`src/hw/rv32_types_pkg.sv`:
```
// ******************************************************************
// Shared types for the RV32I decode stage and its register file.
// Import into a module body, or use scoped names in port lists.
// ******************************************************************
`default_nettype none

package rv32_types_pkg;

    typedef logic [31:0] rv32_word;
    typedef logic [31:0] rv_instr_t;

    // addi x0, x0, 0
    localparam rv_instr_t RV_NOP = 32'h0000_0013;

    // rs1, rs2 and the CSR value
    localparam int NUM_OPERANDS = 3;

    typedef enum logic [3:0] {
        ALU_ADD,
        ALU_SUB,
        ALU_SLL,
        ALU_SLT,
        ALU_SLTU,
        ALU_XOR,
        ALU_SRL,
        ALU_SRA,
        ALU_OR,
        ALU_AND,
        ALU_PASS_B
    } alu_op_e;

    typedef enum logic [1:0] {
        WB_ALU,
        WB_MEM,
        WB_PC4,
        WB_CSR
    } wb_src_e;

    typedef enum logic [1:0] {
        BYPASS_NONE,
        BYPASS_EXEC,
        BYPASS_MEM
    } bypass_e;

    typedef struct packed {
        alu_op_e       alu_op;
        logic          alu_src_imm;
        rv32_word      imm;
        logic          mem_read;
        logic          mem_write;
        logic          reg_write;
        wb_src_e       wb_result_src;
        logic          branch;
        logic          jump;
        logic          illegal;
        logic [4:0]    rd;
        logic [4:0]    rs1;
        logic [4:0]    rs2;
        bypass_e [1:0] bypass_rs;
    } rv_control_t;

    typedef struct packed {
        rv32_word pc;
        logic     generate_nop;
    } fetch_decode_buffer_t;

    typedef struct packed {
        rv32_word                       pc;
        rv_instr_t                      instr;
        rv_control_t                    control;
        rv32_word [NUM_OPERANDS - 1:0]  reg_data;
    } decode_exec_buffer_t;

    typedef struct packed {
        rv32_word   pc;
        logic [4:0] rd;
        logic       reg_write;
        logic       mem_read;
        rv32_word   alu_result;
    } exec_mem_buffer_t;

    // Control bundle of a bubble, nothing enabled
    function automatic rv_control_t create_nop_ctrl();
        rv_control_t ctrl;
        ctrl = '0;
        ctrl.alu_op = ALU_ADD;
        ctrl.wb_result_src = WB_ALU;
        ctrl.bypass_rs = {BYPASS_NONE, BYPASS_NONE};
        return ctrl;
    endfunction

endpackage

`default_nettype wire

```
`src/hw/rv32_decode_stage.sv`:
```
// ******************************************************************
// Decode stage of the five-stage pipeline. Decodes, reads operands,
// detects hazards and registers the decode/execute buffer.
// ******************************************************************
`timescale 1ns/1ps
`default_nettype none

module rv32_decode_stage #(
    parameter int REG_COUNT = 32
) (
    input  logic                                 clk,
    input  logic                                 resetn,
    input  logic                                 set_nop,
    input  logic                                 stop,
    input  rv32_types_pkg::rv32_word             set_nop_pc,
    input  rv32_types_pkg::fetch_decode_buffer_t fetch_decode_buff,
    input  rv32_types_pkg::rv_instr_t            instr,
    output logic [4:0]                           rs1_addr,
    output logic [4:0]                           rs2_addr,
    input  rv32_types_pkg::rv32_word [1:0]       reg_data,
    input  rv32_types_pkg::rv32_word             csr_data,
    input  rv32_types_pkg::exec_mem_buffer_t     exec_mem_buff,
    output rv32_types_pkg::decode_exec_buffer_t  decode_exec_buff,
    output logic                                 stall
);
    import rv32_types_pkg::*;

    rv_instr_t           internal_instr;
    logic [1:0]          use_rs;
    rv_control_t         dec_control;
    bypass_e [1:0]       bypass_rs;
    logic                hazard_stall;
    decode_exec_buffer_t next_data;

    // Fetch bubble
    assign internal_instr = fetch_decode_buff.generate_nop ? RV_NOP : instr;

    rv32_decoder #(
        .REG_COUNT(REG_COUNT)
    ) u_decoder (
        .instr  (internal_instr),
        .use_rs (use_rs),
        .control(dec_control)
    );

    rv32_hazard_unit u_hazard (
        .use_rs          (use_rs),
        .current_control (dec_control),
        .decode_exec_buff(decode_exec_buff),
        .exec_mem_buff   (exec_mem_buff),
        .stall           (hazard_stall),
        .bypass_rs       (bypass_rs)
    );

    assign rs1_addr = dec_control.rs1;
    assign rs2_addr = dec_control.rs2;
    assign stall = hazard_stall;

    always_comb begin
        next_data.pc = fetch_decode_buff.pc;
        next_data.instr = internal_instr;
        next_data.control = dec_control;
        next_data.control.bypass_rs = bypass_rs;
        next_data.reg_data[0] = reg_data[0];
        next_data.reg_data[1] = reg_data[1];
        // CSR read is done early, here in decode
        next_data.reg_data[2] = (dec_control.wb_result_src == WB_CSR) ? csr_data : '0;

        if (hazard_stall || set_nop) begin
            next_data.instr = RV_NOP;
            next_data.control = create_nop_ctrl();
            if (set_nop) begin
                next_data.pc = set_nop_pc;
            end
        end
    end

    always_ff @(posedge clk) begin
        if (!resetn) begin
            decode_exec_buff.pc <= '0;
            decode_exec_buff.instr <= RV_NOP;
            decode_exec_buff.control <= create_nop_ctrl();
            decode_exec_buff.reg_data <= '0;
        end else if (!stop) begin
            decode_exec_buff <= next_data;
        end
    end

endmodule

`default_nettype wire

```
`src/hw/rv32_decode_top.sv`:
```
// ******************************************************************
// Standalone decode top: register file plus decode stage.
// Set REG_COUNT to 16 for an RV32E build.
// ******************************************************************
`timescale 1ns/1ps
`default_nettype none

module rv32_decode_top #(
    parameter int REG_COUNT = 32
) (
    input  logic                                 clk,
    input  logic                                 resetn,
    input  rv32_types_pkg::rv_instr_t            instr,
    input  rv32_types_pkg::fetch_decode_buffer_t fetch_decode_buff,
    input  logic                                 set_nop,
    input  rv32_types_pkg::rv32_word             set_nop_pc,
    input  logic                                 stop,
    input  rv32_types_pkg::rv32_word             csr_data,
    input  rv32_types_pkg::exec_mem_buffer_t     exec_mem_buff,
    input  logic                                 wb_en,
    input  logic [4:0]                           wb_addr,
    input  rv32_types_pkg::rv32_word             wb_data,
    output rv32_types_pkg::decode_exec_buffer_t  decode_exec_buff,
    output logic                                 stall
);
    import rv32_types_pkg::*;

    logic [4:0]     rs1_addr;
    logic [4:0]     rs2_addr;
    rv32_word [1:0] reg_data;

    rv32_regfile #(
        .REG_COUNT(REG_COUNT)
    ) u_regfile (
        .clk     (clk),
        .resetn  (resetn),
        .rs1_addr(rs1_addr),
        .rs2_addr(rs2_addr),
        .rs1_data(reg_data[0]),
        .rs2_data(reg_data[1]),
        .wb_en   (wb_en),
        .wb_addr (wb_addr),
        .wb_data (wb_data)
    );

    rv32_decode_stage #(
        .REG_COUNT(REG_COUNT)
    ) u_decode (
        .clk              (clk),
        .resetn           (resetn),
        .set_nop          (set_nop),
        .stop             (stop),
        .set_nop_pc       (set_nop_pc),
        .fetch_decode_buff(fetch_decode_buff),
        .instr            (instr),
        .rs1_addr         (rs1_addr),
        .rs2_addr         (rs2_addr),
        .reg_data         (reg_data),
        .csr_data         (csr_data),
        .exec_mem_buff    (exec_mem_buff),
        .decode_exec_buff (decode_exec_buff),
        .stall            (stall)
    );

endmodule

`default_nettype wire

```
`src/hw/rv32_decoder.sv`:
```
// ******************************************************************
// Combinational RV32I instruction decoder. Produces the control
// bundle and the source-register use flags for one instruction.
// ******************************************************************
`timescale 1ns/1ps
`default_nettype none

module rv32_decoder #(
    parameter int REG_COUNT = 32
) (
    input  rv32_types_pkg::rv_instr_t   instr,
    output logic [1:0]                  use_rs,
    output rv32_types_pkg::rv_control_t control
);
    import rv32_types_pkg::*;

    typedef enum logic [6:0] {
        OP_LUI    = 7'b0110111,
        OP_AUIPC  = 7'b0010111,
        OP_JAL    = 7'b1101111,
        OP_JALR   = 7'b1100111,
        OP_BRANCH = 7'b1100011,
        OP_LOAD   = 7'b0000011,
        OP_STORE  = 7'b0100011,
        OP_IMM    = 7'b0010011,
        OP_REG    = 7'b0110011,
        OP_SYSTEM = 7'b1110011
    } opcode_e;

    opcode_e    opcode;
    logic [4:0] rd;
    logic [4:0] rs1;
    logic [4:0] rs2;
    logic [2:0] funct3;
    logic       funct7_b5;
    rv32_word   imm_i;
    rv32_word   imm_s;
    rv32_word   imm_b;
    rv32_word   imm_u;
    rv32_word   imm_j;
    logic       unknown;
    logic       bad_reg;

    assign opcode    = opcode_e'(instr[6:0]);
    assign rd        = instr[11:7];
    assign funct3    = instr[14:12];
    assign rs1       = instr[19:15];
    assign rs2       = instr[24:20];
    assign funct7_b5 = instr[30];

    // Immediates for every format, sign extended from bit 31
    assign imm_i = {{20{instr[31]}}, instr[31:20]};
    assign imm_s = {{20{instr[31]}}, instr[31:25], instr[11:7]};
    assign imm_b = {{19{instr[31]}}, instr[31], instr[7], instr[30:25], instr[11:8], 1'b0};
    assign imm_u = {instr[31:12], 12'b0};
    assign imm_j = {{11{instr[31]}}, instr[31], instr[19:12], instr[20], instr[30:21], 1'b0};

    // SUB only exists in the register form, SRA in both
    function automatic alu_op_e alu_op_from(logic [2:0] f3, logic f7_b5, logic is_reg);
        case (f3)
            3'b000:  return (is_reg && f7_b5) ? ALU_SUB : ALU_ADD;
            3'b001:  return ALU_SLL;
            3'b010:  return ALU_SLT;
            3'b011:  return ALU_SLTU;
            3'b100:  return ALU_XOR;
            3'b101:  return f7_b5 ? ALU_SRA : ALU_SRL;
            3'b110:  return ALU_OR;
            default: return ALU_AND;
        endcase
    endfunction

    always_comb begin
        control = create_nop_ctrl();
        use_rs = 2'b00;
        unknown = 1'b0;
        case (opcode)
            OP_LUI: begin
                control.alu_op = ALU_PASS_B;
                control.alu_src_imm = 1'b1;
                control.imm = imm_u;
                control.reg_write = 1'b1;
            end
            OP_AUIPC: begin
                control.alu_src_imm = 1'b1;
                control.imm = imm_u;
                control.reg_write = 1'b1;
            end
            OP_JAL: begin
                control.imm = imm_j;
                control.jump = 1'b1;
                control.reg_write = 1'b1;
                control.wb_result_src = WB_PC4;
            end
            OP_JALR: begin
                control.alu_src_imm = 1'b1;
                control.imm = imm_i;
                control.jump = 1'b1;
                control.reg_write = 1'b1;
                control.wb_result_src = WB_PC4;
                use_rs = 2'b01;
                unknown = (funct3 != 3'b000);
            end
            OP_BRANCH: begin
                control.imm = imm_b;
                control.branch = 1'b1;
                use_rs = 2'b11;
                // BEQ/BNE compare by subtraction, the rest by set-less-than
                case (funct3[2:1])
                    2'b00:   control.alu_op = ALU_SUB;
                    2'b10:   control.alu_op = ALU_SLT;
                    2'b11:   control.alu_op = ALU_SLTU;
                    default: unknown = 1'b1;
                endcase
            end
            OP_LOAD: begin
                control.alu_src_imm = 1'b1;
                control.imm = imm_i;
                control.mem_read = 1'b1;
                control.reg_write = 1'b1;
                control.wb_result_src = WB_MEM;
                use_rs = 2'b01;
            end
            OP_STORE: begin
                control.alu_src_imm = 1'b1;
                control.imm = imm_s;
                control.mem_write = 1'b1;
                use_rs = 2'b11;
            end
            OP_IMM: begin
                control.alu_op = alu_op_from(funct3, funct7_b5, 1'b0);
                control.alu_src_imm = 1'b1;
                control.imm = imm_i;
                control.reg_write = 1'b1;
                use_rs = 2'b01;
            end
            OP_REG: begin
                control.alu_op = alu_op_from(funct3, funct7_b5, 1'b1);
                control.reg_write = 1'b1;
                use_rs = 2'b11;
            end
            OP_SYSTEM: begin
                // CSR address rides in imm, the old value returns via slot 2
                control.imm = {20'b0, instr[31:20]};
                control.reg_write = 1'b1;
                control.wb_result_src = WB_CSR;
                use_rs = 2'b01;
                case (funct3)
                    3'b001:  control.alu_op = ALU_ADD;
                    3'b010:  control.alu_op = ALU_OR;
                    default: unknown = 1'b1;
                endcase
            end
            default: unknown = 1'b1;
        endcase

        // Unused register fields read as x0
        control.rd = control.reg_write ? rd : 5'd0;
        control.rs1 = use_rs[0] ? rs1 : 5'd0;
        control.rs2 = use_rs[1] ? rs2 : 5'd0;

        // RV32E has only 16 registers
        bad_reg = (control.reg_write && int'(rd) >= REG_COUNT)
            || (use_rs[0] && int'(rs1) >= REG_COUNT)
            || (use_rs[1] && int'(rs2) >= REG_COUNT);

        if (unknown || bad_reg) begin
            control = create_nop_ctrl();
            control.illegal = 1'b1;
            use_rs = 2'b00;
        end
    end

endmodule

`default_nettype wire

```
`src/hw/rv32_hazard_unit.sv`:
```
// ******************************************************************
// Data hazard unit of the decode stage. Flags load-use stalls and
// picks a bypass source for rs1 and rs2 from the later stages.
// ******************************************************************
`timescale 1ns/1ps
`default_nettype none

module rv32_hazard_unit (
    input  logic [1:0]                          use_rs,
    input  rv32_types_pkg::rv_control_t         current_control,
    input  rv32_types_pkg::decode_exec_buffer_t decode_exec_buff,
    input  rv32_types_pkg::exec_mem_buffer_t    exec_mem_buff,
    output logic                                stall,
    output rv32_types_pkg::bypass_e [1:0]       bypass_rs
);
    import rv32_types_pkg::*;

    logic [1:0][4:0] src;
    logic [1:0]      active;
    logic [1:0]      exec_hit;
    logic [1:0]      mem_hit;
    logic [1:0]      load_use;

    assign src[0] = current_control.rs1;
    assign src[1] = current_control.rs2;

    always_comb begin
        for (int i = 0; i < 2; i++) begin
            // x0 is constant and never forwarded
            active[i] = use_rs[i] && (src[i] != 5'd0);
            exec_hit[i] = active[i] && decode_exec_buff.control.reg_write
                && (decode_exec_buff.control.rd == src[i]);
            mem_hit[i] = active[i] && exec_mem_buff.reg_write
                && (exec_mem_buff.rd == src[i]);

            // Load data is not ready until the memory stage
            load_use[i] = active[i] && decode_exec_buff.control.mem_read
                && (decode_exec_buff.control.rd == src[i]);

            // Youngest producer wins
            if (exec_hit[i]) begin
                bypass_rs[i] = BYPASS_EXEC;
            end else if (mem_hit[i]) begin
                bypass_rs[i] = BYPASS_MEM;
            end else begin
                bypass_rs[i] = BYPASS_NONE;
            end
        end
    end

    assign stall = |load_use;

endmodule

`default_nettype wire

```
`src/hw/rv32_regfile.sv`:
```
// ******************************************************************
// Integer register file, two combinational reads and one write.
// x0 always reads zero. REG_COUNT is 32 for RV32I, 16 for RV32E.
// ******************************************************************
`timescale 1ns/1ps
`default_nettype none

module rv32_regfile #(
    parameter int REG_COUNT = 32
) (
    input  logic                     clk,
    input  logic                     resetn,
    input  logic [4:0]               rs1_addr,
    input  logic [4:0]               rs2_addr,
    output rv32_types_pkg::rv32_word rs1_data,
    output rv32_types_pkg::rv32_word rs2_data,
    input  logic                     wb_en,
    input  logic [4:0]               wb_addr,
    input  rv32_types_pkg::rv32_word wb_data
);
    import rv32_types_pkg::*;

    rv32_word regs [REG_COUNT];

    // Out-of-range indexes read zero as well
    function automatic rv32_word read_reg(logic [4:0] addr);
        if (addr == 5'd0 || int'(addr) >= REG_COUNT) begin
            return '0;
        end
        return regs[addr];
    endfunction

    always_comb begin
        rs1_data = read_reg(rs1_addr);
        rs2_data = read_reg(rs2_addr);
    end

    always_ff @(posedge clk) begin
        if (!resetn) begin
            for (int i = 0; i < REG_COUNT; i++) begin
                regs[i] <= '0;
            end
        end else if (wb_en && wb_addr != 5'd0 && int'(wb_addr) < REG_COUNT) begin
            regs[wb_addr] <= wb_data;
        end
    end

endmodule

`default_nettype wire

```
`config.mk`:
```
export PLATFORM = sky130hd
export DESIGN_NAME = rv32_decode_top
export DESIGN_NICKNAME = d
export VERILOG_FILES = /design/src/hw/rv32_types_pkg.sv /design/src/hw/rv32_decode_stage.sv /design/src/hw/rv32_decode_top.sv /design/src/hw/rv32_decoder.sv /design/src/hw/rv32_hazard_unit.sv /design/src/hw/rv32_regfile.sv
export SDC_FILE = /design/constraint.sdc
export NUM_CORES = 2
export LEC_CHECK = 0
export ABC_AREA = 1
export BUFFER_PORTS_ARGS = -buffer_cell sky130_fd_sc_hd__buf_2
export CORE_UTILIZATION = 30
export DETAILED_ROUTE_END_ITERATION = 16
export HOLD_SLACK_MARGIN = 0.08
export PLACE_DENSITY_LB_ADDON = 0.12
export SLEW_MARGIN = 20
export SYNTH_ARGS = -nofsm -noshare
export SYNTH_HDL_FRONTEND = slang
export SYNTH_SLANG_ARGS = --single-unit
```
`constraint.sdc`:
```
create_clock -name clk -period 2.8 [get_ports clk]
set_input_delay 0.42 -clock clk [delete_from_list [all_inputs] [get_ports clk]]
set_output_delay 0.42 -clock clk [all_outputs]
set_load 0.005 [all_outputs]
```
== After elaboration in Yosys (flattened, before gate mapping) ==
Memory sizes are Yosys's and may differ from the RTL's.
Cells that the tools add are included.

* Bits in registers: 224
* RAM bits: 1,024
* Input bits: 242
* Output and inout port bits: 225
* Logic and storage cells: 125
* Memories: 1

{| class="wikitable"
|+ Memories
! name !! depth !! width !! read ports !! clocked after Yosys merged registers in !! write ports !! RTL line !! text
|-
| u_regfile.regs || 32 || 32 || 2 || 0 || 32 || rv32_regfile.sv:23 || <nowiki>rv32_word regs [REG_COUNT];</nowiki>
|}

* Equal/unequal tests: 23
* Multiplexer cells: 45
* Reductions and logical operators: 36

{| class="wikitable"
|+ Operators by type and width
! kind !! count
|-
| two-way mux 32 bit || 8
|-
| one-hot mux 32 bit (6 select lines) || 1
|-
| two-way mux 128 bit || 1
|-
| two-way mux 64 bit || 1
|-
| one-hot mux 4 bit (7 select lines) || 2
|-
| OR reduction 32 bit || 1
|-
| equality test 7 bit (second input constant) || 4
|-
| equality test 7 x 6 -> 1 bit (second input constant) || 3
|-
| equality test 5 bit || 4
|-
| two-way mux 5 bit || 4
|-
| one-hot mux 4 bit (5 select lines) || 1
|-
| two-way mux 1 bit || 17
|-
| logical AND 1 bit || 15
|-
| nonzero test 5 bit || 3
|-
| equality test 7 x 5 -> 1 bit (second input constant) || 2
|-
| zero test 5 bit || 2
|-
| two-way mux 2 bit || 5
|-
| equality test 3 bit (second input constant) || 3
|-
| one-hot mux 3 bit (3 select lines) || 1
|-
| OR reduction 3 bit || 3
|-
| OR reduction 2 bit || 4
|-
| OR reduction 8 bit || 1
|-
| equality test 7 x 2 -> 1 bit (second input constant) || 1
|-
| OR reduction 7 bit || 1
|-
| 13 further kinds || 16
|}

== Longest topological paths before layout ==
* Depth after elaboration: 13
* Depth in mapped cells: 24
* Mapped depth without buffers: 21

== By module ==
A second synthesis with hierarchy kept.

* Cell total of the unflattened synthesis: 8,777
* Area total of the unflattened synthesis: 66,782.8 um^2

{| class="wikitable"
|+ By module, submodules not included
! module !! instances !! cells each !! area an instance (um^2) !! sequential area each (um^2)
|-
| rv32_regfile || 1 || 7,252 || 56,519.2 || 30,749.5
|-
| rv32_decode_stage || 1 || 1,163 || 8,669.6 || 4,484.3
|-
| rv32_decoder || 1 || 246 || 1,116.1 || 0.0
|-
| rv32_hazard_unit || 1 || 116 || 478.0 || 0.0
|}

== Worst setup path before layout ==
OpenSTA, ideal clock, no wires.

* Path type: input to register
* Start: input port fetch_decode_buff[0] (netlist name)
* End: register u_decode.decode_exec_buff[98] (netlist name)
* Library setup time: 0.128 ns
* Data arrival time: 2.626 ns
* Data required time: 2.672 ns
* Setup slack: 0.046 ns
* Cell stages on the path: 22
* Buffers on the path: 4
* Path through: inv_2 > buf_6 > nand2_1 > nand2_1 > nor2_1 > nand2_1 > nand2_1 > nor2_4 > nand3_4 > nand2_4 > inv_4 > buf_6 > nand3_1 > nand3_1 > nor2_1 > nand2_4 > nand3_4 > inv_2 > buf_6 > buf_6 > nand2_1 > a21oi_1

* Cells in the longest elaborated chain, start to end: 13
* Elaborated cells on any way between the ends: 46
* Those cells by class: eq/ne (16); mux (11); reduce/logical (19)

{| class="wikitable"
|+ Ends and longest elaborated chain
! item !! RTL line !! text
|-
| start, declared || rv32_decode_top.sv:14 || <nowiki>input rv32_types_pkg::fetch_decode_buffer_t fetch_decode_buff,</nowiki>
|-
| two-way mux 32 bit * || rv32_decode_stage.sv:36 || <nowiki>assign internal_instr = fetch_decode_buff.generate_nop ? RV_NOP : instr;</nowiki>
|-
| equality test 7 bit (tied with other cells) || rv32_decoder.sv:76 || <nowiki>case (opcode)</nowiki>
|-
| OR reduction 4 bit (no source line) (tied with other cells) || - ||
|-
| one-hot mux 2 bit (2 select lines) (tied with other cells) || rv32_decoder.sv:76 ||
|-
| two-way mux 5 bit (tied with other cells) || rv32_decoder.sv:158 || <nowiki>control.rs1 = use_rs[0] ? rs1 : 5'd0;</nowiki>
|-
| two-way mux 64 bit || rv32_decoder.sv:166 || <nowiki>if (unknown || bad_reg) begin</nowiki>
|-
| nonzero test 5 bit || rv32_hazard_unit.sv:30 || <nowiki>active[i] = use_rs[i] && (src[i] != 5'd0);</nowiki>
|-
| logical AND 1 bit || rv32_hazard_unit.sv:30 ||
|-
| logical AND 1 bit || rv32_hazard_unit.sv:37 || <nowiki>load_use[i] = active[i] && decode_exec_buff.control.mem_read</nowiki>
|-
| logical AND 1 bit || rv32_hazard_unit.sv:38 || <nowiki>&& (decode_exec_buff.control.rd == src[i]);</nowiki>
|-
| OR reduction 2 bit || rv32_hazard_unit.sv:51 || <nowiki>assign stall = |load_use;</nowiki>
|-
| logical OR 1 bit || rv32_decode_stage.sv:69 || <nowiki>if (hazard_stall || set_nop) begin</nowiki>
|-
| two-way mux 128 bit * || rv32_decode_stage.sv:69 ||
|}

Every way passes the cells marked *; elsewhere a longest branch is shown, timed or not.
A chain may end at the register's enable or synchronous reset.

== Final worst setup path ==
* Start: input port fetch_decode_buff[0] (netlist name)
* End: output port stall

* Cells in the longest elaborated chain, start to end: 11
* Elaborated cells on any way between the ends: 41
* Those cells by class: eq/ne (16); mux (9); reduce/logical (16)

{| class="wikitable"
|+ Ends and longest elaborated chain
! item !! RTL line !! text
|-
| two-way mux 32 bit * || rv32_decode_stage.sv:36 ||
|-
| equality test 7 bit (tied with other cells) || rv32_decoder.sv:76 ||
|-
| OR reduction 4 bit (no source line) (tied with other cells) || - ||
|-
| one-hot mux 2 bit (2 select lines) (tied with other cells) || rv32_decoder.sv:76 ||
|-
| two-way mux 5 bit (tied with other cells) || rv32_decoder.sv:158 ||
|-
| two-way mux 64 bit || rv32_decoder.sv:166 ||
|-
| nonzero test 5 bit || rv32_hazard_unit.sv:30 ||
|-
| logical AND 1 bit || rv32_hazard_unit.sv:30 ||
|-
| logical AND 1 bit || rv32_hazard_unit.sv:37 ||
|-
| logical AND 1 bit || rv32_hazard_unit.sv:38 ||
|-
| OR reduction 2 bit * || rv32_hazard_unit.sv:51 ||
|-
| end, declared || rv32_decode_top.sv:24 || <nowiki>output logic stall</nowiki>
|}

Marked as above.

==> metrics.md <==
| Metric | Value |
|---|---|
| Status | `complete, but fails checks` |
| Failing checks | `setup timing` |
| Crit path max fanout | `6` |
| Post-synthesis cell area | `~67,000 um^2` |
| Drt via density | `approximately 5.4` |
| FF-to-FF End | `u_decode.decode_exec_buff[173]$_SDFFE_PN0N_` |
| Register area | `approximately 35,000 um^2` |
| Setup TNS Final | `-0.147 ns` |
| Crit path kind | `primary input to output pin` |
| TritonCTS Buffers | `approximately 150` |
| WP data arrival | `2.48 ns` |
| Via count | `about 70,000` |
| #FFs+latches synth | `about 1,200` |
| R2r startpoint | `u_decode.decode_exec_buff[110]$_SDFFE_PN0N_` |
| Total clock sinks | `~1,200` |
| Largest cells by area after synthesis | `edfxtp_1 (46%), nand3_1 (15%), nand2_1 (15%)` |
| Synth Instances | `around 8,700` |
| P&R area growth vs syn | `29.4%` |
| Crit path largest cell delay | `roughly 0.2 ns` |
| Gpl congestion | `~0.93` |
| Worst-Skew Late Latency | `around 0.83 ns` |
| Root Buffer | `clkbuf_16` |
| P_leak | `36.7 nW` |
| Met1 Usage GRT | `a little under two fifths` |
| Placed inst area | `about 80,000 um^2` |
| ANT nets after route | `0` |
| Setup slack, reg-to-reg | `between 0.6 and 0.7 ns` |
| Residual DRC | `0` |
| Final period util | `104%` |
| Slew @ Worst Pin | `roughly 0.94 ns` |
| Slew headroom | `37.0%` |
| Worst reg-to-reg path cell count | `12` |
| Area of the die | `about 230,000 um^2` |
| Final instance area | `a little under 90,000 um^2` |
| CP startpoint kind | `primary input` |
| Path type of the worst min-delay path | `primary input to flop` |
| Detailed Route WL | `around 330,000 um` |
| CP required | `roughly 2.4 ns` |
| Max-cap violations | `0` |
| Worst setup margin | `-0.104 ns` |
| RSZ-0062 raised after global routing | `yes` |
| Sequential share of the synthesized area | `52.5%` |
| CP max stage cell | `nand3_4` |
| Hold WS | `between 0.1 and 0.15 ns` |
| Clock buffer depth | `3` |
| DIE WIDTH | `475 um` |
| Clock skew | `0.0304 ns` |
| Max Fclk | `between 300 and 400 MHz` |
| Final count of hold timing violations | `0` |
| Pin count of the biggest net entering global routing | `roughly 150` |
| Most frequent cell after synthesis | `nand2_1` |
| Area leader, netlist | `edfxtp_1` |
| Initial drt markers | `7,725` |
| CTS clk-pin slew, worst paths | `approximately 0.060 ns` |
| GRT met3 Usage | `between 4 and 5%` |
| Vias in the first global route | `between 60,000 and 70,000` |
| Detailed Place HPWL | `219,000 um` |
| CP startpoint | `fetch_decode_buff[0]` |
| VDD IR-drop max | `0.584 mV` |
| Row count | `~170` |
| Layout cells sized above 1 | `17.3%` |
| Die height | `between 400 and 500 um` |
| CTS tree | `yes` |
| Per-cell routed wire length | `around 26 um` |
| Total Routing Usage GR | `around 28%` |
| Synth Warn # | `0` |
| Initial Utilization | `approximately 30%` |
| Synth unique cells | `42` |
| Multi-input logic area | `between 20,000 and 30,000 um^2` |
| DRT Pass-1 Iters | `7` |
| Fill cells | `22,417` |
| Hold depth | `5` |
| GRT met2 Usage | `roughly 44%` |
| Crit. End Element | `output pin` |
| P per Cell Area | `between 500 and 600 nW/um^2` |
| Initial antenna violation count | `16` |
| First-pass GRT wire length | `461,000 um` |
| Num ports | `between 400 and 500` |
| Post-route minimum period | `2.90 ns` |
| Setup violators final | `2` |
| Core Area | `about 220,000 um^2` |
| Number of nets in the layout | `~9,700` |
| Synth top cells by count | `nand2_1 (2,729), nand3_1 (2,065), nor2_1 (1,078)` |
| Crit path to | `stall` |
| Area fraction of the dominant cell type after synthesis | `around 46%` |
| EDFF count, synth | `between 1,000 and 1,500` |
| Synth Area per Inst | `a little under 8 um^2` |
| Max Transition Viols Final | `0` |
| Cell Chain, Critical Path | `buf_12, nor2_1, nor2_2, nand2_2, nor2_4, nor2_4, nand3_4, buf_6, buf_4, nand3_4, buf_6, buf_4, nand3_4, nand2_2, inv_2, nand2_4, nand2_2, buf_6` |
| Async S/R FF share, synth | `0%` |
| Top Usage Layer GRT | `met2` |
| Synth Flop Type | `edfxtp_1` |
| IO Port Bufs | `approximately 400` |
| H-tree depth | `4` |
| GRT overflow | `0` |
-- timing repair --
item,CTS,global route
hold buffers,114,0
pin swaps,36,29
setup endpoints to repair,47,88
resized for setup,83,68
endpoints found under the hold margin,98,0
gates cloned,1,7
buffers inserted,48,18
-- cells by family after synthesis --
logic type | Yosys count | synth area share (%)
AO/OA/AOI/OAI | 405 | 3.24
XOR/XNOR | 7 | 0.0913
buffers and inverters | 1046 | 6.36
other | 1 | 0.00558
flip-flops | 1248 | 52.5
AND/OR/NAND/NOR | 5992 | 37.9
-- registers in the layout (all words and copies together) (netlist names) --
name / count
u_decode.decode_exec_buff: 224
u_regfile.regs: 1024
-- metal layers --
| layer | vias to the layer above | share of wire, % |
|---|---|---|
| met3 | 722 | 8.2 |
| li1 | 30676 | - |
| met2 | 3637 | 46 |
| met1 | 33329 | 41 |
| met5 | - | 0.014 |
| met4 | 8 | 4.8 |
-- cell type report --
type	count	area share, %
Antenna cell	8	0.0230
Multi-Input combinational cell	6436	32.6
Timing Repair inverter	1	0.0101
Tap cell	2975	4.28
Clock inverter	81	0.786
Timing Repair Buffer	1400	15.7
Inverter	264	1.21
Clock buffer	198	4.80
Sequential cell	1248	40.5
-- power breakdown --
part | switching, mW | internal (mW)
clock network | 8.41 | 11.4
logic | 3.88 | 1.93
registers | 0.531 | 21.0
-- how the worst min path moves through the flow --
stage                                                 from                                          end  slack, ns
2_1_floorplan  u_decode.decode_exec_buff[154]$_SDFFE_PN0N_  u_decode.decode_exec_buff[154]$_SDFFE_PN0N_       0.45
3_3_place_gp    u_decode.decode_exec_buff[90]$_SDFFE_PN0N_   u_decode.decode_exec_buff[90]$_SDFFE_PN0N_       0.45
3_5_place_dp    u_decode.decode_exec_buff[20]$_SDFFE_PN0N_   u_decode.decode_exec_buff[20]$_SDFFE_PN0N_       0.45
4_1_cts                                           instr[8]  u_decode.decode_exec_buff[168]$_SDFFE_PN0N_       0.08
5_1_grt                                        csr_data[0]   u_decode.decode_exec_buff[64]$_SDFFE_PN0N_       0.15
6_report                                          instr[8]  u_decode.decode_exec_buff[168]$_SDFFE_PN0N_       0.15
-- through the flow --
stage / instances / worst slack (ns) / utilization, % / power (mW)
6_report: 12611 / -0.104 / 39.1 / 47.1
5_1_grt: 12608 / -0.177 / 39.1 / 48.5
4_1_cts: 12580 / -0.136 / 38.8 / 47.3
3_5_place_dp: 12141 / -1.03 / 35.8 / 27.3
3_3_place_gp: 12141 / -1.01 / 35.8 / 27.3
2_1_floorplan: 8730 / 0.0460 / - / 24.3
-- cell usage in the layout, fill, tap and decap left out, drive strengths merged, types with 32 or more instances in the layout --
cell type	instances
nand2	2736
nand3	2069
buf	1279
nor2	1091
edfxtp	1024
inv	268
dfxtp	224
clkbuf	205
a21oi	194
o21ai	148
dlygate4sd3	114
nand4	77
clkinv	66
o211ai	34
conb	32
-- worst max-delay path: cells and delay by family --
family | cells | cell delay, ns
buffers and inverters | 7 | 0.85
AND/OR/NAND/NOR | 11 | 1.19
Note: power is estimated with default switching activity, not from simulation.
